**config.mk**
```make
export PLATFORM = sky130hd
export DESIGN_NAME = symmetric_mac
export DESIGN_NICKNAME = d
export VERILOG_FILES = /design/src/rtl/conv_pkg.sv /design/src/rtl/symmetric_mac.sv
export SDC_FILE = /design/constraint.sdc
export NUM_CORES = 1
export LEC_CHECK = 0
export ABC_CLOCK_PERIOD_IN_PS = 10100
export CORE_MARGIN = 8
export CORE_UTILIZATION = 60
export DETAILED_ROUTE_END_ITERATION = 8
export DONT_BUFFER_PORTS = 1
export PLACE_DENSITY = 0.76
export SETUP_SLACK_MARGIN = 0.2
export SYNTH_ARGS = -nofsm -noshare
export SYNTH_HDL_FRONTEND = slang
export SYNTH_SLANG_ARGS = --single-unit
```
**constraint.sdc**
```tcl
create_clock -name clk -period 10.1 [get_ports clk]
set_clock_uncertainty 0.05 [all_clocks]
set_input_delay 0.505 -clock clk [delete_from_list [all_inputs] [get_ports clk]]
set_output_delay 0.505 -clock clk [all_outputs]
set_load 0.01 [all_outputs]
```
**src/rtl/conv_pkg.sv**
```systemverilog
// Shared definitions for the 3x3 convolution engine
// Image geometry, datapath widths, vector types and bundled control structs
`default_nettype none

package conv_pkg;

	// Image geometry
	localparam int IMAGE_WIDTH = 512;
	// One zero column on each side
	localparam int PADDED_WIDTH = IMAGE_WIDTH + 2;
	localparam int FILTER_SIZE = 3;

	// Datapath widths
	localparam int PIXEL_W = 8;
	localparam int COL_W = 10;
	localparam int ROW_SEL_W = 2;

	// Enabled cycles from the accepting edge to the output register
	localparam int PIPE_DEPTH = 10;

	typedef logic [PIXEL_W-1:0] pixel_t;
	typedef logic signed [PIXEL_W-1:0] coeff_t;
	typedef logic [COL_W-1:0] col_t;
	typedef logic [ROW_SEL_W-1:0] row_sel_t;
	// Pre-added outer pair times coefficient plus center term, with headroom
	typedef logic signed [2*PIXEL_W+2:0] row_sum_t;
	// Sum of three row results, wide enough that it never wraps
	typedef logic signed [2*PIXEL_W+4:0] acc_t;

	// Coefficients c[row][col], c[0][0] sits in the low byte of the 72-bit bus
	typedef struct packed {
		coeff_t [FILTER_SIZE-1:0][FILTER_SIZE-1:0] c;
	} filter_t;

	// Physical row for each logical row, phys[0] oldest and phys[2] newest
	typedef struct packed {
		row_sel_t [FILTER_SIZE-1:0] phys;
	} row_map_t;

	// One pixel write into a physical row
	typedef struct packed {
		logic en;
		row_sel_t row;
		col_t addr;
		pixel_t data;
	} wr_cmd_t;

	// Window px[logical row][column], column 0 leftmost
	typedef struct packed {
		pixel_t [0:FILTER_SIZE-1][0:FILTER_SIZE-1] px;
	} window_t;

endpackage

`default_nettype wire

```
**src/rtl/symmetric_mac.sv**
```systemverilog
// One window row of an x-symmetric filter
// Outer pixels are pre-added so two multiplies cover three taps, four stages deep
`timescale 1ns/1ps
`default_nettype none

module symmetric_mac (
	input  logic clk,
	input  logic i_enable,
	input  conv_pkg::coeff_t i_coeff_outer,
	input  conv_pkg::coeff_t i_coeff_center,
	input  conv_pkg::pixel_t i_left,
	input  conv_pkg::pixel_t i_center,
	input  conv_pkg::pixel_t i_right,
	output conv_pkg::row_sum_t o_sum
);
	import conv_pkg::*;

	// Stage 1 input registers
	coeff_t coeff_outer_q;
	coeff_t coeff_center_q;
	pixel_t left_q;
	pixel_t center_q;
	pixel_t right_q;

	// Stage 2 and 3 operands as signed values
	logic signed [PIXEL_W+1:0] outer_s2;
	logic signed [PIXEL_W+1:0] outer_s3;
	logic signed [PIXEL_W:0] center_s2;
	logic signed [PIXEL_W:0] center_s3;

	always_ff @(posedge clk) begin
		if (i_enable) begin
			// Stage 1
			left_q <= i_left;
			center_q <= i_center;
			right_q <= i_right;
			// Coefficients stay put while pixels are in flight
			coeff_outer_q <= i_coeff_outer;
			coeff_center_q <= i_coeff_center;

			// Stage 2 pre-adds the outer pair with a zero sign bit
			outer_s2 <= $signed({2'b00, left_q}) + $signed({2'b00, right_q});
			center_s2 <= $signed({1'b0, center_q});

			// Stage 3 balances the multiplier input timing
			outer_s3 <= outer_s2;
			center_s3 <= center_s2;

			// Stage 4
			o_sum <= outer_s3 * coeff_outer_q + center_s3 * coeff_center_q;
		end
	end

endmodule

`default_nettype wire

```
After elaboration in Yosys (flattened, before gate mapping)
Index checks and enable logic that the tools add are counted.
Operators by class
  $add $sub $neg: 2
  $mul: 2
Operator list (count)
  18-bit by 17-bit adder with 19-bit output: 1
  10-bit by 8-bit multiplier with 18-bit output: 1
  9-bit by 8-bit multiplier with 17-bit output: 1
  8-bit by 8-bit adder with 9-bit output: 1
Word-level totals
  register bits after elaboration: 95
  bits of input ports: 42
  logic and storage cells: 14
  output and inout port bits: 19

Depth between registers and ports, before layout
  depth in word-level cells: 2
  mapped depth: 20
  gate-level depth less buffers: 20

Worst setup path before layout
No wires, ideal clock.
  path type: register to register
  start point: reg coeff_outer_q[1]
  end point: reg o_sum[16], data pin
  setup slack: 4824 ps
  clock period less this slack: 5276 ps
  arrival time: 4964 ps
  cell stages (with the launch flop): 18
  setup time: 262 ps
  required time: 9788 ps
  path buffers: 0
  cell sequence: edfxtp_1 > and2_1 > fa_1 > inv_1 > fa_1 > fa_1 > inv_1 > fa_1 > fa_1 > inv_1 > fa_1 > inv_1 > ha_1 > a21oi_1 > o211ai_2 > a311oi_4 > a21oi_1 > xor2_1
Between the ends
  cells in the longest elaborated chain, start to end: 2
Ends and longest elaborated chain
  start, declared: line symmetric_mac.sv:19  | coeff_t coeff_outer_q;
  start signal, assigned: line symmetric_mac.sv:38  | coeff_outer_q <= i_coeff_outer;
  10-bit by 8-bit multiplier with 18-bit output: line symmetric_mac.sv:50  | o_sum <= outer_s3 * coeff_outer_q + center_s3 * coeff_center_q;
  18-bit by 17-bit adder with 19-bit output: line symmetric_mac.sv:50
  end signal, assigned: line symmetric_mac.sv:50
  end, declared: line symmetric_mac.sv:14  | output conv_pkg::row_sum_t o_sum
No other way between the ends.
A chain may end at the register's enable or synchronous reset.

Worst setup path after layout
  start point: reg coeff_outer_q[1]
  end point: reg o_sum[17], data pin
The elaborated chain is that of the path after synthesis.

==> summary by stage <==
Die
In this run the vertical extent of the chip is between 100 and 150 um. The placement row count is 42. The number of placed I/O pins is roughly 60. Once the floorplan was initialized, standard cells occupied 60.7% of the core. The die footprint is ~17000 sq um. The floorplan die width is approximately 130 um. After floorplanning, the core was sized to cover 13100 sq um.

Placed design
During placement, the flow inserted port buffers numbering 0. The congestion estimate from routability-driven global placement came to approximately 0.89. The HPWL after detailed placement is approximately 12000 um.

Final layout
In the final design database the tool counted between 900 and 1000 nets. After filler insertion, the fill cell instance count of the layout stands at roughly 1000. The layout overhead on the synthesized area is 6.51%. The fraction of final layout cells sized beyond drive strength 1 is between 3 and 4%. 0 antenna diodes ended up in the layout.

Routing
The final route contains 4668 vias. Dividing the detail-routed wire length by the instance count gives about 17 um. The number of vias per cell is 5.40. The number of DRC violations after detailed routing is 0.

After the first detailed-routing iteration, the DRC count stood at between 200 and 250. The overall routed net length is 14900 um. The remaining antenna violation count after routing is 0. Before antenna repair, the detailed router went through 4 iterations.

STA
The max-slew headroom at the worst pin is approximately 70%. The transition time of the tightest slew-check pin is between 400 and 500 ps. Setup violations remaining at the end of the flow were counted as 0. Derived from the worst setup path, the maximum achievable clock frequency is ~170 MHz. The clock period minus final worst setup slack is between 5000 and 6000 ps.

The share of the clock period used by the worst path after layout is between 50% and 60%. Setup repair after global routing left no endpoint under its margin. The number of slew-limit violations in the final report is 0. The final hold violation count is 0. The setup TNS is 0 ps.

Yosys
The number of distinct library cells after synthesis is 32. The synthesized netlist occupies a cell area of 7980 sq um. The net count of the mapped netlist is roughly 910. Yosys printed 0 warnings. The dominant combinational cell family by area after synthesis is adder cells. Of the total synthesized cell area, the portion taken by AND, OR, NAND and NOR gates is about a tenth. Summing the areas of all xor and xnor instances in the mapped netlist gives between 2 and 2.5% of the synthesized area. Averaged over all synthesized cells, the footprint is about 12 sq um. The post-synthesis sequential area ratio is between 30% and 40%. After synthesis, the share of cell area in mux cells is 0%. The synthesized-area fraction occupied by ao, oa, aoi and oai cells is around 5%. In the synthesized netlist, the number of instances is a little under 700. The flop and latch count out of synthesis is just over 90. The post-synthesis share of cell area spent on full adders, half adders and majority gates is between 30 and 40%.

Global routing
Global routing finished with a remaining overflow of 0. Entering global routing, the biggest net connects 94 pins. The initial antenna violation count is 0. The number of global-route vias before repair was between 5000 and 6000. Across every metal layer, demand over resource in global routing totals between 10% and 20%.

The first-pass GRT wire length is approximately 25000 um.

Clock network
In this run, CTS created clock tree buffers numbering 9. After clock tree synthesis, the flow added hold-fix buffers numbering 0. The clock tree from TritonCTS is built. The total setup buffers inserted after CTS is 0. The maximum root-to-sink buffer count is 2. The clock-pin slew on the worst setup and hold paths is approximately 70 ps. The clock latency reported for the late side of the worst-skew pair is ~360 ps. The number of clock sinks seen by CTS is 93. The post-cts gate resize count is 0.

The H-tree level count is 3. The root cell of the clock tree is sky130_fd_sc_hd__clkbuf_16.

Run status
The run finished with clean final reports.

Critical path
For this run, the slowest stage of the critical path takes 560 ps. The cell type of the slowest stage on the worst timing path is sky130_fd_sc_hd__fa_1. Counting stages on the worst path, the most repeated cell is sky130_fd_sc_hd__fa_1. The largest fanout on the critical path is 9. Counting both buffers and inverters, the worst setup path holds a total of 4. The worst setup path is launched from a flop. For the worst setup path, the data arrival time is 5770 ps. The worst setup path is captured at a flop. The required time at the worst-slack endpoint is between 10000 and 15000 ps. Among cell families on the critical path, the largest total delay comes from adder cells. The worst setup path is of the reg -> reg kind.

The signal on the critical path passes through and2_1 > fa_1 > inv_1 > fa_1 > fa_1 > inv_1 > fa_1 > fa_1 > inv_1 > fa_1 > inv_1 > ha_1 > nand2_1 > o21ai_0 > nand2_1 > o311ai_1 > xor2_1.

Min path
The worst hold path belongs to the class in -> reg.

Run
Max-cap violations in this run came to 0.
## worst paths after layout
kind	from	endpoint	slack, ps	cells past startpoint
hold / removal	i_left[6]	left_q[6]$_DFFE_PP_	200	0
hold reg to reg	center_s2[0]$_DFFE_PP_	center_s3[0]$_DFFE_PP_	370	0
setup reg to reg	coeff_outer_q[1]$_DFFE_PP_	o_sum[17]$_DFFE_PP_	4350	17
setup / recovery	coeff_outer_q[1]$_DFFE_PP_	o_sum[17]$_DFFE_PP_	4350	17
## logic make-up after synthesis
kind of cell | after synthesis
and+or+nand+nor | 163
adders and majority gates | 190
xor gates and xnor gates | 22
buffers and inverters | 151
AOI/OAI and AO/OA | 54
DFF | 93
## stage by stage
step / cell area (sq um) / worst slack (ps) / utilization [%] / hold WS, ps / instances
after floorplan: 7980 / 4820 / - / 350 / 673
after global placement: 8200 / 4490 / 62.4 / 351 / 849
after detailed placement: 8200 / 4360 / 62.4 / 355 / 849
after CTS: 8500 / 4330 / 64.7 / 179 / 865
after global routing: 8500 / 4040 / 64.7 / 176 / 865
final: 8500 / 4350 / 64.7 / 196 / 865
## cell type report
type | count | area [sq um] | share of cell area (%)
flip-flops and latches | 93 | 2790 | 32.9
clock inverters | 5 | 66.3 | 0.780
inverters | 151 | 567 | 6.67
clock buffers | 11 | 233 | 2.74
multi-input cells | 429 | 4620 | 54.4
well taps | 176 | 220 | 2.59
## synth_stat cells
master                      number  share of area, %
sky130_fd_sc_hd__o21ai_2         2              0.22
sky130_fd_sc_hd__a21o_2          1              0.11
sky130_fd_sc_hd__o41ai_1         1              0.11
sky130_fd_sc_hd__nand2b_1        8              0.63
sky130_fd_sc_hd__a2bb2oi_1       1              0.11
sky130_fd_sc_hd__a21oi_2         1              0.11
sky130_fd_sc_hd__nor2b_1         1             0.078
sky130_fd_sc_hd__nor2_1         19              0.89
sky130_fd_sc_hd__o21ai_0        10              0.63
sky130_fd_sc_hd__o21bai_2        1              0.14
sky130_fd_sc_hd__o21a_1          1             0.094
sky130_fd_sc_hd__xnor2_1        17               1.9
sky130_fd_sc_hd__o211ai_2        1              0.16
sky130_fd_sc_hd__edfxtp_1       93                35
sky130_fd_sc_hd__o21ai_1         1             0.063
sky130_fd_sc_hd__a21o_1          8              0.75
sky130_fd_sc_hd__nor3_1          2              0.13
sky130_fd_sc_hd__nand3_1         2              0.13
sky130_fd_sc_hd__nand2_1        50               2.4
sky130_fd_sc_hd__o211ai_1        2              0.19
sky130_fd_sc_hd__o41ai_2         1              0.20
sky130_fd_sc_hd__fa_1          108                27
sky130_fd_sc_hd__a311oi_4        1              0.33
sky130_fd_sc_hd__a21boi_0        1             0.094
sky130_fd_sc_hd__xor2_1          5              0.55
sky130_fd_sc_hd__a211oi_1        1             0.094
sky130_fd_sc_hd__ha_1           82                13
sky130_fd_sc_hd__and2_1         81               6.4
sky130_fd_sc_hd__inv_1         151               7.1
sky130_fd_sc_hd__a211oi_2        3              0.47
sky130_fd_sc_hd__a21oi_1        16               1.0
sky130_fd_sc_hd__o311ai_1        1              0.11
## flip-flops by register name, indices dropped and copies added (netlist names)
| register | cells |
|---|---|
| outer_s3 | 9 |
| center_q | 8 |
| o_sum | 19 |
| center_s3 | 8 |
| center_s2 | 8 |
| coeff_outer_q | 8 |
| left_q | 8 |
| coeff_center_q | 8 |
| right_q | 8 |
| outer_s2 | 9 |
## cell usage in the layout, fill, tap and decap left out, types with 2 or more instances in the layout
master / count
sky130_fd_sc_hd__nor2_1: 19
sky130_fd_sc_hd__nand3_1: 2
sky130_fd_sc_hd__xnor2_1: 17
sky130_fd_sc_hd__fa_1: 108
sky130_fd_sc_hd__o21ai_0: 10
sky130_fd_sc_hd__xor2_1: 5
sky130_fd_sc_hd__a21oi_1: 16
sky130_fd_sc_hd__inv_1: 151
sky130_fd_sc_hd__a211oi_2: 3
sky130_fd_sc_hd__nand2_1: 50
sky130_fd_sc_hd__clkbuf_1: 2
sky130_fd_sc_hd__a21o_1: 8
sky130_fd_sc_hd__nor3_1: 2
sky130_fd_sc_hd__clkbuf_16: 9
sky130_fd_sc_hd__o21ai_2: 2
sky130_fd_sc_hd__edfxtp_1: 93
sky130_fd_sc_hd__and2_1: 81
sky130_fd_sc_hd__nand2b_1: 8
sky130_fd_sc_hd__o211ai_1: 2
sky130_fd_sc_hd__ha_1: 82
## routing by layer
layer  GRT usage (%)  share of wire (%)  wire, um
met2            32.6                 53      7920
met1            21.9                 40      6000
met3            4.27                4.3       650
met5               0                  0         0
met4            7.66                2.5       374
Power is left out: the tool's default activity adds up to more than one toggle a clock period on the data nets, which glitch-free logic cannot reach.
