## config.mk

```make
export PLATFORM = sky130hd
export DESIGN_NAME = sum_clamp
export DESIGN_NICKNAME = d
export VERILOG_FILES = /design/src/rtl/conv_pkg.sv /design/src/rtl/sum_clamp.sv
export SDC_FILE = /design/constraint.sdc
export NUM_CORES = 1
export LEC_CHECK = 0
export BUFFER_PORTS_ARGS = -buffer_cell sky130_fd_sc_hd__buf_2
export CORE_UTILIZATION = 51
export DETAILED_ROUTE_END_ITERATION = 10
export PLACE_DENSITY = 0.74
export SYNTH_ARGS = -nofsm -noshare
export SYNTH_HDL_FRONTEND = slang
export SYNTH_SLANG_ARGS = --single-unit
```

## constraint.sdc

```tcl
create_clock -name clk -period 2.65 [get_ports clk]
set_input_delay 0.1325 -clock clk [delete_from_list [all_inputs] [get_ports clk]]
set_output_delay 0.1325 -clock clk [all_outputs]
set_load 0.02 [all_outputs]
```

## src/rtl/conv_pkg.sv

```systemverilog
// Shared definitions for the 3x3 convolution engine
// Image geometry, datapath widths, vector types and bundled control structs
`default_nettype none

package conv_pkg;

	// Image geometry
	localparam int IMAGE_WIDTH = 512;
	// One zero column on each side
	localparam int PADDED_WIDTH = IMAGE_WIDTH + 2;
	localparam int FILTER_SIZE = 3;

	// Datapath widths
	localparam int PIXEL_W = 8;
	localparam int COL_W = 10;
	localparam int ROW_SEL_W = 2;

	// Enabled cycles from the accepting edge to the output register
	localparam int PIPE_DEPTH = 10;

	typedef logic [PIXEL_W-1:0] pixel_t;
	typedef logic signed [PIXEL_W-1:0] coeff_t;
	typedef logic [COL_W-1:0] col_t;
	typedef logic [ROW_SEL_W-1:0] row_sel_t;
	// Pre-added outer pair times coefficient plus center term, with headroom
	typedef logic signed [2*PIXEL_W+2:0] row_sum_t;
	// Sum of three row results, wide enough that it never wraps
	typedef logic signed [2*PIXEL_W+4:0] acc_t;

	// Coefficients c[row][col], c[0][0] sits in the low byte of the 72-bit bus
	typedef struct packed {
		coeff_t [FILTER_SIZE-1:0][FILTER_SIZE-1:0] c;
	} filter_t;

	// Physical row for each logical row, phys[0] oldest and phys[2] newest
	typedef struct packed {
		row_sel_t [FILTER_SIZE-1:0] phys;
	} row_map_t;

	// One pixel write into a physical row
	typedef struct packed {
		logic en;
		row_sel_t row;
		col_t addr;
		pixel_t data;
	} wr_cmd_t;

	// Window px[logical row][column], column 0 leftmost
	typedef struct packed {
		pixel_t [0:FILTER_SIZE-1][0:FILTER_SIZE-1] px;
	} window_t;

endpackage

`default_nettype wire

```

## src/rtl/sum_clamp.sv

```systemverilog
// Reduction and output stage of the convolution engine
// Adds the three row results, saturates to an 8-bit pixel and registers it
`timescale 1ns/1ps
`default_nettype none

module sum_clamp (
	input  logic clk,
	input  logic i_enable,
	input  conv_pkg::row_sum_t [conv_pkg::FILTER_SIZE-1:0] i_row_sums,
	output conv_pkg::pixel_t o_y
);
	import conv_pkg::*;

	row_sum_t [FILTER_SIZE-1:0] row_q;
	acc_t total;
	acc_t total_q;

	// Sign-extended sum of the row results
	always_comb begin
		total = '0;
		for (int r = 0; r < FILTER_SIZE; r++) begin
			total = total + acc_t'(row_q[r]);
		end
	end

	always_ff @(posedge clk) begin
		if (i_enable) begin
			// Edge 8
			row_q <= i_row_sums;
			// Edge 9
			total_q <= total;
			// Edge 10 clamps to 0..255
			if (total_q[$bits(acc_t)-1]) begin
				o_y <= '0;
			end else if (|total_q[$bits(acc_t)-2:PIXEL_W]) begin
				o_y <= '1;
			end else begin
				o_y <= total_q[PIXEL_W-1:0];
			end
		end
	end

endmodule

`default_nettype wire

```

# After elaboration in Yosys (flattened, before gate mapping)
# Index checks and enable logic that the tools add are counted.
[word_totals]
regBits = 86
wordCells = 9
[classes]
add_sub_neg = 2
muxes = 1
n_reduce_logical = 1
[op_table]
columns = ["cell", "n"]
rows = [
  ["adder 20 x 19 -> 21 bit", 1],
  ["adder 19 x 19 -> 20 bit", 1],
  ["OR reduction 12 bit", 1],
  ["2-to-1 mux 8 bit", 1],
]

# Logic depth before layout (Yosys ltp)
# Gate-level depths: netlist of run 1.
[logic_depth]
word_depth = 2
depth_mapped = 10
ltp_nobuf = 10

# Least setup slack after synthesis of run 1
# No wires, ideal clock.
[synth_path]
kind = "reg2reg"
start = "register row_q[1] in the netlist's numbering"
end = "register total_q[17] (data pin)"
setup_time_ps = 262
t_arrival_ps = 2392
required_time_ps = 2388
slack_ps = -4
stages_incl_launch_ff = 9
synth_period_minus_slack_ps = 2654
cell_sequence = "edfxtp_1 -> fa_1 -> ha_1 -> fa_1 -> a21o_1 -> a221oi_2 -> nor3b_1 -> o21ai_1 -> xor2_1"
[synth_via]
elab_chain_cells = 2
[synth_lines]
columns = ["element", "line_no", "source"]
rows = [
  ["start, declared", "sum_clamp.sv:14", "row_sum_t [FILTER_SIZE-1:0] row_q;"],
  ["start signal, assigned", "sum_clamp.sv:29", "row_q <= i_row_sums;"],
  ["adder 19 x 19 -> 20 bit", "sum_clamp.sv:22", "total = total + acc_t'(row_q[r]);"],
  ["adder 20 x 19 -> 21 bit", "sum_clamp.sv:22", ""],
  ["net total[17]", "sum_clamp.sv:15", "acc_t total;"],
  ["end signal, assigned", "sum_clamp.sv:31", "total_q <= total;"],
  ["end, declared", "sum_clamp.sv:16", "acc_t total_q;"],
]
# The timed path passes the listed nets, and every way through them passes these cells.
# A chain may end at the register's enable or synchronous reset.

# Worst setup path in the final report of run 1
# Same ends and word-level chain as after synthesis.

==> results.yml, run 1 <==
status:
  status: "finished, violations left"
  violations: "setup timing"
clocking:
  clockBufferDepth: 2
  cts_buffers: 9
  clock_latency_ps: 350
  htreeDepth: 3
  cts_tree: "built"
  root_buffer: "clkbuf_8"
  path_clk_slew_ps: 90
  numClockSinks: 86
detailed_routing:
  drt_iter0_drc: 105
  num_vias: 2695
  viasPerCell: 5.09
  wl_per_cell_um: 14.6
  wl_mm: 7.70
  drt_pass1_iterations: 4
  ant_nets: 0
  drc: 0
yosys:
  yosys_warnings: 0
  synth.avg_cell_area_um2: 15.0
  yosysMostFrequentCell: "edfxtp_1"
  synth_cells: 281
  netlist_area_um2: 4200
  synth_nets: 379
  synth_top_area_cell: "edfxtp_1"
  synth.distinct_cells: 45
  synth-edff-count: 86
  synth_ff_type: "edfxtp_1"
  ys_ff_latch: 86
  synthDominantCellAreaShare: 0.615
  netlist_top_cells_count: "86 x edfxtp_1, 24 x a21oi_1, 20 x fa_1"
  async_flop_share: 0
  synth.yosys.seq_area_share: 0.615
  synth_area_leaders: "edfxtp_1 61%, fa_1 9.5%, ha_1 5.7%"
power_and_ir_drop:
  power.density_nw_per_um2: 762
  p_leak_nw: 2.18
  ir_drop_mv: 0.361
  p_total_mw: 4.22
timing:
  fin_crit_sh: 1.01
  clock.fmax_mhz: 372
  finalSetupViolations: 1
  final_hold_viol_count: 0
  worst_slack_ps: -35.1
  maxSlewHeadroom: 0.313
  tightest_slew_ps: 1030
  finalWorstPathRequiredPeriod_ps: 2690
  finClkSkew_ps: 14.1
  drv_slew: 0
  rsz0062_at_grt: "true"
critical_path:
  worstPathArrival_ps: 2790
  end_kind: "register"
  cp_slowest_cell: "fa_1"
  path_class: "register to register"
  crit_chain: "fa_1 > ha_2 > fa_2 > a21o_1 > a221oi_2 > nor3b_2 > o21ai_1 > xor2_1"
  crit_required_ps: 2750
  start_kind: "register"
  critPathMaxStageDelay_ps: 500
  crit_fanout: 3
floorplanning:
  start_util: 0.535
  ios: 67
  core_area_um2: 7850
  core.rowCount: 32
  die-area_um2: 8610
  die_w_um: 92.8
  die_h_um: 92.8
hold_path:
  hold_path.class: "primary input to register"
grt:
  grt_use_total: 0.204
  grt_max_degree: 87
  grt_pass1_wl_mm: 13.2
  overflow: 0
  antenna_found_initial: 0
  grt_pass1_vias: 2832
placement:
  port_buffers: 66
  dp_hpwl_mm: 4.84
  place.gp.congestion: 0.903
  dpl_worst_slack_ps: -159
final_layout:
  multi_input_area_um2: 1560
  seqCellArea_um2: 2580
  layout-drive-gt1-share: 0.279
  final.fill_count: 558
  area_growth_pct: 31.9
  diodes: 0
  nets: 520
job:
  maxCapViolCount: 0
## final timing paths
| path | start | end | slack (ps) | depth (start not counted) |
|---|---|---|---|---|
| setup / recovery | row_q[1] | total_q[17] | -40 | 8 |
| hold / removal | i_row_sums[44] | row_q[44] | 480 | 2 |
| setup reg to reg | row_q[1] | total_q[17] | -40 | 8 |
| hold reg to reg | total_q[5] | o_y[5] | 580 | 2 |
## per-layer routing
layer | GRT usage | share of wire | vias up
li1 | - | - | 1338
met1 | 0.250 | 0.42 | 1289
met2 | 0.355 | 0.52 | 57
met3 | 0.0369 | 0.034 | 11
met4 | 0.0846 | 0.018 | 0
met5 | 0 | 0 | -
## area by class of cell
class | instances | area share
Inverter | 18 | 0.0122
Sequential cell | 86 | 0.466
Clock buffer | 9 | 0.0223
Clock inverter | 7 | 0.0129
Timing Repair Buffer | 137 | 0.183
Tap cell | 102 | 0.0230
Multi-Input combinational cell | 170 | 0.281
## cells by family after synthesis
| kind of cell | synth area share |
|---|---|
| xor gates and xnor gates | 0.0334 |
| AOI/OAI and AO/OA | 0.114 |
| buffers and inverters | 0.0238 |
| DFF | 0.615 |
| adders and majority gates | 0.152 |
| and+or+nand+nor | 0.0622 |
## cells in the final DEF (no fill, tap or decap), types with 3 or more instances in the layout
master and instances:
edfxtp_1 86, buf_2 65, dlygate4sd3_1 57, a21oi_1 23
fa_1 19, inv_1 18, ha_1 16, nand2_1 14
buf_4 14, xnor2_1 9, clkbuf_8 9, nand2b_1 6
nor2_1 6, xor2_1 6, o21ai_0 5, o211ai_1 4
o21a_1 4, nand3_1 3, a211oi_1 3, o21ai_1 3
a21o_1 3, nor4_1 3, ha_2 3, clkinv_2 3
## state kept, by name (all words and copies together) (netlist names)
name     count
total_q     21
row_q       57
o_y          8
## worst max-delay path, delay by kind of cell (launching register included)
kind	cells	cell delay, ps
simple gates	1	230
fa+ha+maj	3	1090
compound gates	3	550
flops	1	420
xor+xnor	1	150
## where the power goes
part           internal (mW)  switching, mW  total, mW
clock                  0.439          0.470      0.909
combinational          0.678          0.756       1.43
sequential              1.80         0.0815       1.88
total                   2.91           1.31       4.22
## stage by stage
step	util	std cells	instance area (µm²)	setup TNS, ps	hold WS (ps)
4_1_cts	0.701	528	5500	-33.7	459
6_report	0.706	529	5540	-35.1	477
3_5_place_dp	0.600	452	4710	-227	311
3_3_place_gp	0.600	452	4710	-79.5	308
2_1_floorplan	-	281	4210	0	231
5_1_grt	0.706	529	5540	-486	471
## timing repair
action / CTS / global route
setup buffers: 3 / 3
hold endpoints to repair: 57 / 0
setup endpoints to repair: 3 / 11
resized for setup: 2 / 8
pin swaps: 1 / 4
hold buffers: 57 / 0
(Power assumes the default switching activity.)
==> run 2: changes to the inputs <==
- CORE_UTILIZATION: 51 -> 53
- CTS_BUF_LIST: default -> sky130_fd_sc_hd__clkbuf_4 sky130_fd_sc_hd__clkbuf_8
- PLACE_DENSITY: 0.74 -> 0.76
==> run 2 against run 1 <==
The run now ends clean. Fmax grew 4.1%. Clock skew fell by 5.7 ps. Wire length rose by 4.5%. Sequential share of layout area about the same. Combinational power hardly changed. Largest cell class unchanged. Largest power group unchanged.
==> results.yml, run 2 (synthesis results as in run 1) <==
status:
  status: "complete, no violations"
critical_path:
  path_buf_inv: 0
  r2r_setup_slack_ps: 70
  crit_fanout: 3
  start_kind: "register"
  path_class: "register to register"
  crit_required_ps: 2750
  crit_family: "adder cells"
  critPathMaxStageDelay_ps: 490
  crit_chain: "fa_1 > ha_2 > fa_2 > a21o_1 > a221oi_2 > nor3b_2 > o21ai_1 > xor2_1"
  worstPathArrival_ps: 2680
  cp_slowest_cell: "fa_1"
  end_kind: "register"
detailed_routing:
  drt_iter0_drc: 153
  drc: 0
  num_vias: 2750
  wl_mm: 8.05
  ant_nets: 0
  wl_per_cell_um: 15.2
  drt_pass1_iterations: 4
  viasPerCell: 5.20
power_and_ir_drop:
  p_leak_nw: 2.16
  p_total_mw: 4.14
  power.density_nw_per_um2: 748
  ir_drop_mv: 0.433
timing:
  final_hold_viol_count: 0
  worst_hold_slack_ps: 470
  tightest_slew_ps: 1040
  finClkSkew_ps: 8.38
  finalWorstPathRequiredPeriod_ps: 2580
  maxSlewHeadroom: 0.309
  finalSetupViolations: 0
  rsz0062_at_grt: "true"
  fin_crit_sh: 0.973
  drv_slew: 0
  clock.fmax_mhz: 388
grt:
  antenna_found_initial: 0
  overflow: 0
  grt_max_degree: 87
  grt_pass1_wl_mm: 12.9
  grt_use_total: 0.207
  grt_pass1_vias: 2827
floorplanning:
  ios: 67
  die_w_um: 91.0
  die_h_um: 91.0
  core.rowCount: 32
  start_util: 0.547
  core_area_um2: 7690
  die-area_um2: 8290
clocking:
  cts_buffers: 9
  clock_latency_ps: 350
  clockBufferDepth: 2
  numClockSinks: 86
  htreeDepth: 3
  path_clk_slew_ps: 90
  root_buffer: "clkbuf_8"
  cts_tree: "built"
final_layout:
  reg_top3: "row_q: 57 flops, total_q: 21 flops, o_y: 8 flops"
  largest_register: "row_q"
  nets: 520
  final.fill_count: 525
  multi_input_area_um2: 1580
  largest_register_ffs: 57
  diodes: 0
  layout-drive-gt1-share: 0.283
  seqCellArea_um2: 2580
  area_growth_pct: 31.9
  layout_common_cells: "86 x edfxtp_1, 65 x buf_2, 57 x dlygate4sd3_1, 22 x a21oi_1, 19 x fa_1"
  layout_commonest_cell: "edfxtp_1"
placement:
  dp_hpwl_mm: 4.75
  place.gp.congestion: 0.927
  port_buffers: 66
hold_path:
  hold_path.class: "primary input to register"
job:
  maxCapViolCount: 0
==> run 2: changes by cell type in the layout (fill, tap and decap cells not counted), sizes merged <==
cell / previous run / this run
bufinv: 1 / 0
clkinvlp: 0 / 1
==> run 2: worst paths after layout <==
kind | startpoint | to | depth (start not counted)
worst min register to register | total_q[0] | o_y[0] | 2
worst min-delay path | i_enable | row_q[26] | 1
worst max-delay path | row_q[1] | total_q[17] | 8
worst max register to register | row_q[1] | total_q[17] | 8
==> run 2: power breakdown <==
| group | leakage [nW] | switching (mW) | internal [mW] |
|---|---|---|---|
| clock network | 0.0874 | 0.469 | 0.342 |
| registers | 0.841 | 0.0824 | 1.80 |
| logic | 1.23 | 0.762 | 0.691 |
| total | 2.16 | 1.31 | 2.83 |
==> run 2: timing repair <==
item / in CTS / in global routing
endpoints found under the hold margin: 57 / 0
setup endpoints to repair: 3 / 10
pin swaps: 1 / 5
gates resized for setup: 2 / 13
hold buffers: 57 / 0
buffers inserted: 2 / 2
==> run 2: worst reg2reg max path, cell delays in order, from the launching register on <==
cell and delay (ps):
edfxtp_1 400, fa_1 490, ha_2 220, fa_2 360, a21o_1 190, a221oi_2 230
nor3b_2 200, o21ai_1 90, xor2_1 150
==> run 2: area by class of cell <==
type	count	share of cell area
Sequential cell	86	0.466
Multi-Input combinational cell	170	0.286
Timing Repair Buffer	137	0.182
Tap cell	102	0.0230
Clock buffer	9	0.0224
Inverter	18	0.0122
Clock inverter	7	0.00858
==> run 2: metrics by stage <==
step / setup slack [ps] / setup TNS [ps] / utilization / std cells / instance area, µm²
floorplan: 15.1 / 0 / - / 281 / 4210
global placement: -77.3 / -77.3 / 0.613 / 452 / 4710
detailed placement: -137 / -174 / 0.613 / 452 / 4710
CTS: 18.7 / 0 / 0.712 / 527 / 5470
global route: -68.7 / -156 / 0.721 / 529 / 5540
finish: 70.6 / 0 / 0.721 / 529 / 5540
==> run 2: routing by layer <==
layer / wire [µm] / GRT usage / vias up / part of all wire
li1: - / - / 1341 / -
met1: 3310 / 0.242 / 1319 / 0.41
met2: 4220 / 0.369 / 73 / 0.52
met3: 322 / 0.0477 / 17 / 0.040
met4: 193 / 0.0833 / 0 / 0.024
met5: 0 / 0 / - / 0
