[config.mk]
export PLATFORM = sky130hd
export DESIGN_NAME = window_ctrl
export DESIGN_NICKNAME = d
export VERILOG_FILES = /design/src/rtl/conv_pkg.sv /design/src/rtl/window_ctrl.sv
export SDC_FILE = /design/constraint.sdc
export NUM_CORES = 1
export LEC_CHECK = 0
export BUFFER_PORTS_ARGS = -buffer_cell sky130_fd_sc_hd__buf_4
export CORE_ASPECT_RATIO = 0.75
export CORE_MARGIN = 2
export CORE_UTILIZATION = 62
export CTS_BUF_LIST = sky130_fd_sc_hd__clkbuf_4
export DETAILED_ROUTE_END_ITERATION = 8
export PLACE_DENSITY = 0.87
export SLEW_MARGIN = 20
export SYNTH_ARGS = -nofsm -noshare
export SYNTH_HDL_FRONTEND = slang
export SYNTH_SLANG_ARGS = --single-unit
export TNS_END_PERCENT = 10
[constraint.sdc]
create_clock -name clk -period 5.8 [get_ports clk]
set_input_delay 1.74 -clock clk [delete_from_list [all_inputs] [get_ports clk]]
set_output_delay 1.74 -clock clk [all_outputs]
set_load 0.02 [all_outputs]
[src/rtl/conv_pkg.sv]
// Shared definitions for the 3x3 convolution engine
// Image geometry, datapath widths, vector types and bundled control structs
`default_nettype none

package conv_pkg;

	// Image geometry
	localparam int IMAGE_WIDTH = 512;
	// One zero column on each side
	localparam int PADDED_WIDTH = IMAGE_WIDTH + 2;
	localparam int FILTER_SIZE = 3;

	// Datapath widths
	localparam int PIXEL_W = 8;
	localparam int COL_W = 10;
	localparam int ROW_SEL_W = 2;

	// Enabled cycles from the accepting edge to the output register
	localparam int PIPE_DEPTH = 10;

	typedef logic [PIXEL_W-1:0] pixel_t;
	typedef logic signed [PIXEL_W-1:0] coeff_t;
	typedef logic [COL_W-1:0] col_t;
	typedef logic [ROW_SEL_W-1:0] row_sel_t;
	// Pre-added outer pair times coefficient plus center term, with headroom
	typedef logic signed [2*PIXEL_W+2:0] row_sum_t;
	// Sum of three row results, wide enough that it never wraps
	typedef logic signed [2*PIXEL_W+4:0] acc_t;

	// Coefficients c[row][col], c[0][0] sits in the low byte of the 72-bit bus
	typedef struct packed {
		coeff_t [FILTER_SIZE-1:0][FILTER_SIZE-1:0] c;
	} filter_t;

	// Physical row for each logical row, phys[0] oldest and phys[2] newest
	typedef struct packed {
		row_sel_t [FILTER_SIZE-1:0] phys;
	} row_map_t;

	// One pixel write into a physical row
	typedef struct packed {
		logic en;
		row_sel_t row;
		col_t addr;
		pixel_t data;
	} wr_cmd_t;

	// Window px[logical row][column], column 0 leftmost
	typedef struct packed {
		pixel_t [0:FILTER_SIZE-1][0:FILTER_SIZE-1] px;
	} window_t;

endpackage

`default_nettype wire

[src/rtl/window_ctrl.sv]
// Input-side controller of the convolution engine
// Tracks column and row of the padded image, rotates the physical row map,
// and issues write and read commands along with the output-valid pipeline
`timescale 1ns/1ps
`default_nettype none

module window_ctrl (
	input  logic clk,
	input  logic reset,
	input  logic i_enable,
	input  logic i_valid,
	input  conv_pkg::pixel_t i_x,
	output conv_pkg::wr_cmd_t o_wr,
	output conv_pkg::col_t o_rd_col,
	output conv_pkg::row_map_t o_map,
	output logic o_valid
);
	import conv_pkg::*;

	// Column of the next pixel to arrive
	col_t col_q;
	// Completed rows, saturating at FILTER_SIZE-1
	logic [ROW_SEL_W-1:0] rows_q;
	// Current logical to physical row map
	row_map_t map_q;
	row_map_t map_next;

	logic last_col;
	logic new_row;
	logic out_hit;

	// Command registers, loaded on the accepting edge
	logic wr_en_q;
	row_sel_t wr_row_q;
	col_t wr_addr_q;
	pixel_t wr_data_q;
	col_t rd_col_q;
	logic cmd_valid_q;

	// Map delayed two stages so it meets the memory read data
	row_map_t map_d1;
	row_map_t map_d2;

	// Output-valid bit, one position per enabled stage after the command
	logic [PIPE_DEPTH-1:0] vld_sr;

	// True when every physical row is used exactly once
	function automatic logic map_is_perm(row_map_t m);
		logic [FILTER_SIZE-1:0] seen;
		seen = '0;
		for (int r = 0; r < FILTER_SIZE; r++) begin
			if (m.phys[r] < FILTER_SIZE) begin
				seen[m.phys[r]] = 1'b1;
			end
		end
		return &seen;
	endfunction

	// ************************************************************************
	// Position tracking
	// ************************************************************************

	assign last_col = (col_q == col_t'(PADDED_WIDTH - 1));

	// Column 0 after at least one finished row opens a new physical row
	assign new_row = (col_q == '0) && (rows_q != '0);

	// Two full rows above and three columns of the current one present
	assign out_hit = (rows_q == ROW_SEL_W'(FILTER_SIZE - 1)) &&
		(col_q >= col_t'(FILTER_SIZE - 1));

	// Oldest physical row gets recycled as the newest
	always_comb begin
		map_next = map_q;
		if (new_row) begin
			for (int r = 0; r < FILTER_SIZE - 1; r++) begin
				map_next.phys[r] = map_q.phys[r + 1];
			end
			map_next.phys[FILTER_SIZE - 1] = map_q.phys[0];
		end
	end

	// ************************************************************************
	// Counters, map and valid pipeline
	// ************************************************************************

	always_ff @(posedge clk) begin
		if (reset) begin
			col_q <= '0;
			rows_q <= '0;
			wr_en_q <= 1'b0;
			rd_col_q <= '0;
			cmd_valid_q <= 1'b0;
			vld_sr <= '0;
			// Identity map
			for (int r = 0; r < FILTER_SIZE; r++) begin
				map_q.phys[r] <= row_sel_t'(r);
				map_d1.phys[r] <= row_sel_t'(r);
				map_d2.phys[r] <= row_sel_t'(r);
			end
		end else if (i_enable) begin
			// One write per accepted pixel, none otherwise
			wr_en_q <= i_valid;
			cmd_valid_q <= i_valid && out_hit;
			vld_sr <= {vld_sr[PIPE_DEPTH-2:0], cmd_valid_q};
			map_d1 <= map_q;
			map_d2 <= map_d1;
			if (i_valid) begin
				map_q <= map_next;
				// Window starts two columns back
				if (col_q >= col_t'(FILTER_SIZE - 1)) begin
					rd_col_q <= col_q - col_t'(FILTER_SIZE - 1);
				end else begin
					rd_col_q <= '0;
				end
				if (last_col) begin
					col_q <= '0;
					if (rows_q != ROW_SEL_W'(FILTER_SIZE - 1)) begin
						rows_q <= rows_q + 1'b1;
					end
				end else begin
					col_q <= col_q + 1'b1;
				end
			end
		end
	end

	// Write target and pixel, newest row after any rotation
	always_ff @(posedge clk) begin
		if (i_enable && i_valid) begin
			wr_row_q <= map_next.phys[FILTER_SIZE - 1];
			wr_addr_q <= col_q;
			wr_data_q <= i_x;
		end
	end

	assign o_wr = '{en: wr_en_q, row: wr_row_q, addr: wr_addr_q, data: wr_data_q};
	assign o_rd_col = rd_col_q;
	assign o_map = map_d2;
	// Held outputs are not presented while the consumer stalls
	assign o_valid = vld_sr[PIPE_DEPTH-1] & i_enable;

	a_col_range: assert property (@(posedge clk) disable iff (reset)
		col_q <= col_t'(PADDED_WIDTH - 1))
		else $error("window_ctrl column out of range %0d", col_q);

	a_map_perm: assert property (@(posedge clk) disable iff (reset)
		map_is_perm(map_q))
		else $error("window_ctrl row map is not a permutation");

endmodule

`default_nettype wire

Word level (Yosys, flattened, before mapping):

Cells that the tools add are included.

* bits in registers: 72
* output and inout port bits: 38
* logic and storage cells: 38

* add/sub/neg operators: 3
* order comparisons: 1
* equal/unequal tests: 3
* mux-type cells: 3
* bitwise operators: 1
* reductions and logical operators: 9

Operators by type and width (number)
* 10-bit two-way mux: 2
* 10-bit by 1-bit adder with 10-bit output, second input constant: 1
* 10-bit equality test, second input constant: 1
* 10-bit by 2-bit greater-or-equal comparator with 1-bit output, second input constant: 1
* 10-bit logical NOT: 1
* 10-bit by 2-bit subtractor with 10-bit output, second input constant: 1
* 6-bit two-way mux: 1
* 1-bit logical AND: 4
* 4-bit AND reduction: 1
* 3-bit AND reduction: 1
* 2-bit by 1-bit adder with 2-bit output, second input constant: 1
* 2-bit equality test, second input constant: 1
* 2-bit != test, second input constant: 1
* 2-bit AND reduction: 1
* 2-bit nonzero test: 1
* 1-bit bitwise AND: 1

Logic depth before layout (Yosys ltp):

* depth after elaboration: 3
* gate-level depth with buffers: 6
* mapped depth without buffers: 6

Least setup slack after synthesis:

Ideal clock, no wire load.

* kind: input to output
* from: in i_enable
* to: out o_valid
* arrival: 2.429 ns
* data required time: 4.060 ns
* setup slack: 1.631 ns
* cell stages on the path: 3
* buffers on the path: 2
* path through: buf_2 > buf_2 > and2_1

* word-level cells in the longest chain between the ends: 1

Ends and longest elaborated chain
* start, declared: RTL line window_ctrl.sv:10 `input logic i_enable,`
* 1-bit bitwise AND: RTL line window_ctrl.sv:141 `assign o_valid = vld_sr[PIPE_DEPTH-1] & i_enable;`
* end, declared: RTL line window_ctrl.sv:16 `output logic o_valid`

No other way between the ends.

Worst setup path in the final report:

Same ends and word-level chain as after synthesis.

==> results.py <==
metrics = {
    "timing": {
        "fmax_mhz": 239,
        "final.period_utilization_pct": 72.1,
        "timing.final.setup_violations": 0,
        "finalClockSkew_ns": 0.00828,
        "finalHoldViolations": 0,
        "timing_max_transition_violations_final": 0,
        "fin_crit_ns": 4.18,
        "rsz0062_at_grt": "false",
        "worst_margin_slew_ns": 0.935,
        "fin_setup_tns_ns": 0,
        "timing.final.ws_setup_ns": 1.62,
        "slew_headroom_pct": 37.3,
    },
    "worst_setup_path": {
        "worst_r2r_path_depth": 5,
        "timing.critical_path.to_type": "output pin",
        "critical_path.max_stage_delay_ns": 0.37,
        "slowest_stage": "sky130_fd_sc_hd__buf_4",
        "arrival_time_of_data_at_the_critical_path_endpoint_ns": 2.44,
        "cp_max_fo": 31,
        "worst_path_most_repeated_cell": "sky130_fd_sc_hd__buf_4",
        "worst-setup-path-type": "in2out",
        "worstSetupStartpointType": "input pin",
        "cp_num_cells": 3,
        "critical_path.cell_chain": "buf_4 > and2_1 > buf_4",
        "critical_path.top_delay_family": "buffers and inverters",
        "critPathBufInv": 2,
        "crit_required_ns": 4.06,
    },
    "place": {
        "gp_congestion": 0.834,
        "dpl_worst_slack_ns": 1.62,
        "port-buffer-count": 49,
        "dpl.hpwl_um": 3550,
    },
    "final_layout": {
        "postLayoutCoreUtil_pct": 75.2,
        "antennaDiodeCount": 0,
        "register_area_um2": 1640,
        "fillers": 312,
        "post_route_cells_drive_above_1_share_pct": 23.9,
        "final_net_count": 325,
        "area_growth_syn_to_layout_pct": 16.7,
        "area_of_combinational_cells_with_multiple_inputs_um2": 1130,
    },
    "route": {
        "vias_per_cell": 5.38,
        "drt_pre_antenna_iters": 5,
        "drt-total-wl_um": 5210,
        "drcViolationCount": 0,
        "post_drt_wl_per_cell_um": 14.2,
        "vias": 1974,
        "drt-initial-drc-count": 120,
        "detail-route-antenna-nets": 0,
    },
    "pwr": {
        "clockPowerShare_pct": 29.6,
        "sequentialPowerShare_pct": 63.8,
        "p_per_area_nw_per_um2": 248,
        "p_int_mw": 0.633,
        "swShare_pct": 23.7,
        "p_comb_share_pct": 6.6,
        "power_mw": 0.830,
        "vdd.ir_drop.worst_mv": 0.162,
        "psw_mw": 0.196,
        "p_leak_nw": 1.42,
    },
    "clock_tree": {
        "clk_latency_ns": 0.41,
        "cts_hold_buffers": 0,
        "cts_buffers": 9,
        "clock_tree.root_cell": "sky130_fd_sc_hd__clkbuf_4",
        "clkSlewWorstSetupHoldPaths_ns": 0.10,
        "ctsResizeCount": 0,
        "post-cts-setup-buffers": 0,
        "clk_path_buf_depth": 2,
        "cts.htree.levels": 3,
        "clock_tree_from_tritoncts": "done",
        "clkSinkCount": 72,
    },
    "yosys": {
        "number_of_instances_in_the_synthesized_netlist": 256,
        "synth.yosys.seq_area_share_pct": 57.3,
        "syn-mean-instance-area_um2": 11.2,
        "synth.cell_area_um2": 2860,
        "top_area_cells_in_the_synthesized_netlist": "sky130_fd_sc_hd__dfxtp_1 36%, sky130_fd_sc_hd__edfxtp_1 21%, sky130_fd_sc_hd__mux2i_1 8.7%",
        "top_cells_by_count_synth": "52 x sky130_fd_sc_hd__dfxtp_1, 35 x sky130_fd_sc_hd__nor2_1, 25 x sky130_fd_sc_hd__mux2i_1",
        "synth-async-reset-ratio_pct": 0,
        "synth_area_leader_cell": "sky130_fd_sc_hd__dfxtp_1",
        "yosys.area.top_type_share_pct": 36.4,
        "synth_enable_flop_cells": 20,
        "library_cell_with_the_highest_instance_count_after_synthesis": "sky130_fd_sc_hd__dfxtp_1",
        "synth.lib_cells_used.distinct": 42,
        "synth.ff_latch_count": 72,
        "synth.yosys.warnings": 0,
        "synth.net_count": 276,
        "ys_dominant_reg_cell": "sky130_fd_sc_hd__dfxtp_1",
    },
    "min_path": {
        "whs_path_depth": 2,
        "timing.hold.worst.class": "reg2reg",
    },
    "floorplanning": {
        "fp.coreArea_um2": 4440,
        "io_pins": 50,
        "placementRows": 21,
        "die_w_um": 82.5,
        "initial_core_utilization_pct": 64.5,
        "dieHeight_um": 62.8,
        "area_enclosed_by_the_die_boundary_um2": 5180,
    },
    "run_status": {
        "outcome": "finished, final reports clean",
    },
    "global_routing": {
        "antenna_found_initial": 0,
        "grt_overflow_total": 0,
        "grt_usage_pct": 22.4,
        "grt_max_degree": 37,
        "grt_first_pass_wirelength_um": 8690,
        "first_global_vias": 1865,
    },
    "job": {
        "maxCapViolCount": 0,
    },
}
## placed cells by master, fill, tap and decap left out, types with 3 or more instances in the layout
master,n
sky130_fd_sc_hd__dfxtp_1,52
sky130_fd_sc_hd__nor2b_1,3
sky130_fd_sc_hd__nand2_1,21
sky130_fd_sc_hd__buf_4,49
sky130_fd_sc_hd__xor2_1,5
sky130_fd_sc_hd__nor3_1,4
sky130_fd_sc_hd__clkbuf_4,10
sky130_fd_sc_hd__a21oi_1,7
sky130_fd_sc_hd__clkinv_1,4
sky130_fd_sc_hd__xnor2_1,8
sky130_fd_sc_hd__nor2_1,35
sky130_fd_sc_hd__clkinv_2,3
sky130_fd_sc_hd__edfxtp_1,20
sky130_fd_sc_hd__inv_1,6
sky130_fd_sc_hd__nand3_1,7
sky130_fd_sc_hd__o21ai_0,11
sky130_fd_sc_hd__ha_1,8
sky130_fd_sc_hd__mux2i_1,25
## flip-flops by register name, indices dropped and copies added (netlist names)
register,count
cmd_valid_q,1
col_q,10
map_d1,6
map_q,6
o_map,6
o_rd_col,10
rows_q,2
vld_sr,10
wr_addr_q,10
wr_data_q,8
wr_en_q,1
wr_row_q,2
## area by class of cell
class / count / area share [%]
Tap cell: 57 / 2.13
Inverter: 8 / 0.899
Sequential cell: 72 / 49.1
Timing Repair Buffer: 49 / 11.0
Multi-Input combinational cell: 165 / 33.8
Clock inverter: 6 / 0.787
Clock buffer: 10 / 2.25
## metal layers
| layer | global-route usage [%] | up-vias | share of wire, % |
|---|---|---|---|
| met5 | 0 | - | 0 |
| met4 | 8.54 | 0 | 0.94 |
| met3 | 8.53 | 6 | 7.6 |
| met2 | 32.0 | 63 | 45 |
| met1 | 30.8 | 919 | 46 |
| li1 | - | 986 | - |
## cell families (layout without fill, tap and decap cells)
logic type | Yosys count | after routing | synth area share [%]
muxes | 27 | 27 | 9.53
and+or+nand+nor | 91 | 91 | 17.0
AOI/OAI and AO/OA | 26 | 26 | 5.46
adders and majority gates | 8 | 8 | 3.50
DFF | 72 | 72 | 57.3
xor gates and xnor gates | 13 | 13 | 3.98
buffers and inverters | 19 | 73 | 3.23
## final timing paths
check                           slack, ns        start          end
worst max register to register       3.91     col_q[1]  wr_row_q[1]
worst max-delay path                 1.62     i_enable      o_valid
worst min-delay path                 0.47  o_rd_col[6]  o_rd_col[6]
worst min register to register       0.47  o_rd_col[6]  o_rd_col[6]
## power by group through the flow
stage,logic (mW),registers [mW],clock network (mW)
after detailed placement,0.0546,0.541,0
after global placement,0.0537,0.540,0
final,0.0545,0.529,0.246
after floorplan,0.0241,0.549,0
after CTS,0.0548,0.529,0.253
after global routing,0.0590,0.530,0.272
## worst register-to-register path, stage by stage, from the launching register on
cell and delay (ns):
sky130_fd_sc_hd__dfxtp_1 0.57, sky130_fd_sc_hd__inv_1 0.16, sky130_fd_sc_hd__ha_1 0.21, sky130_fd_sc_hd__nor4b_2 0.17, sky130_fd_sc_hd__nand3_1 0.18, sky130_fd_sc_hd__mux2_2 0.37
## per-stage QoR
stage | hold slack, ns | instance area [um2] | instances
floorplan | 0.403 | 2860 | 256
global placement | 0.441 | 3240 | 351
detailed placement | 0.443 | 3240 | 351
CTS | 0.470 | 3340 | 367
global route | 0.498 | 3340 | 367
finish | 0.466 | 3340 | 367
(Power assumes the default switching activity.)
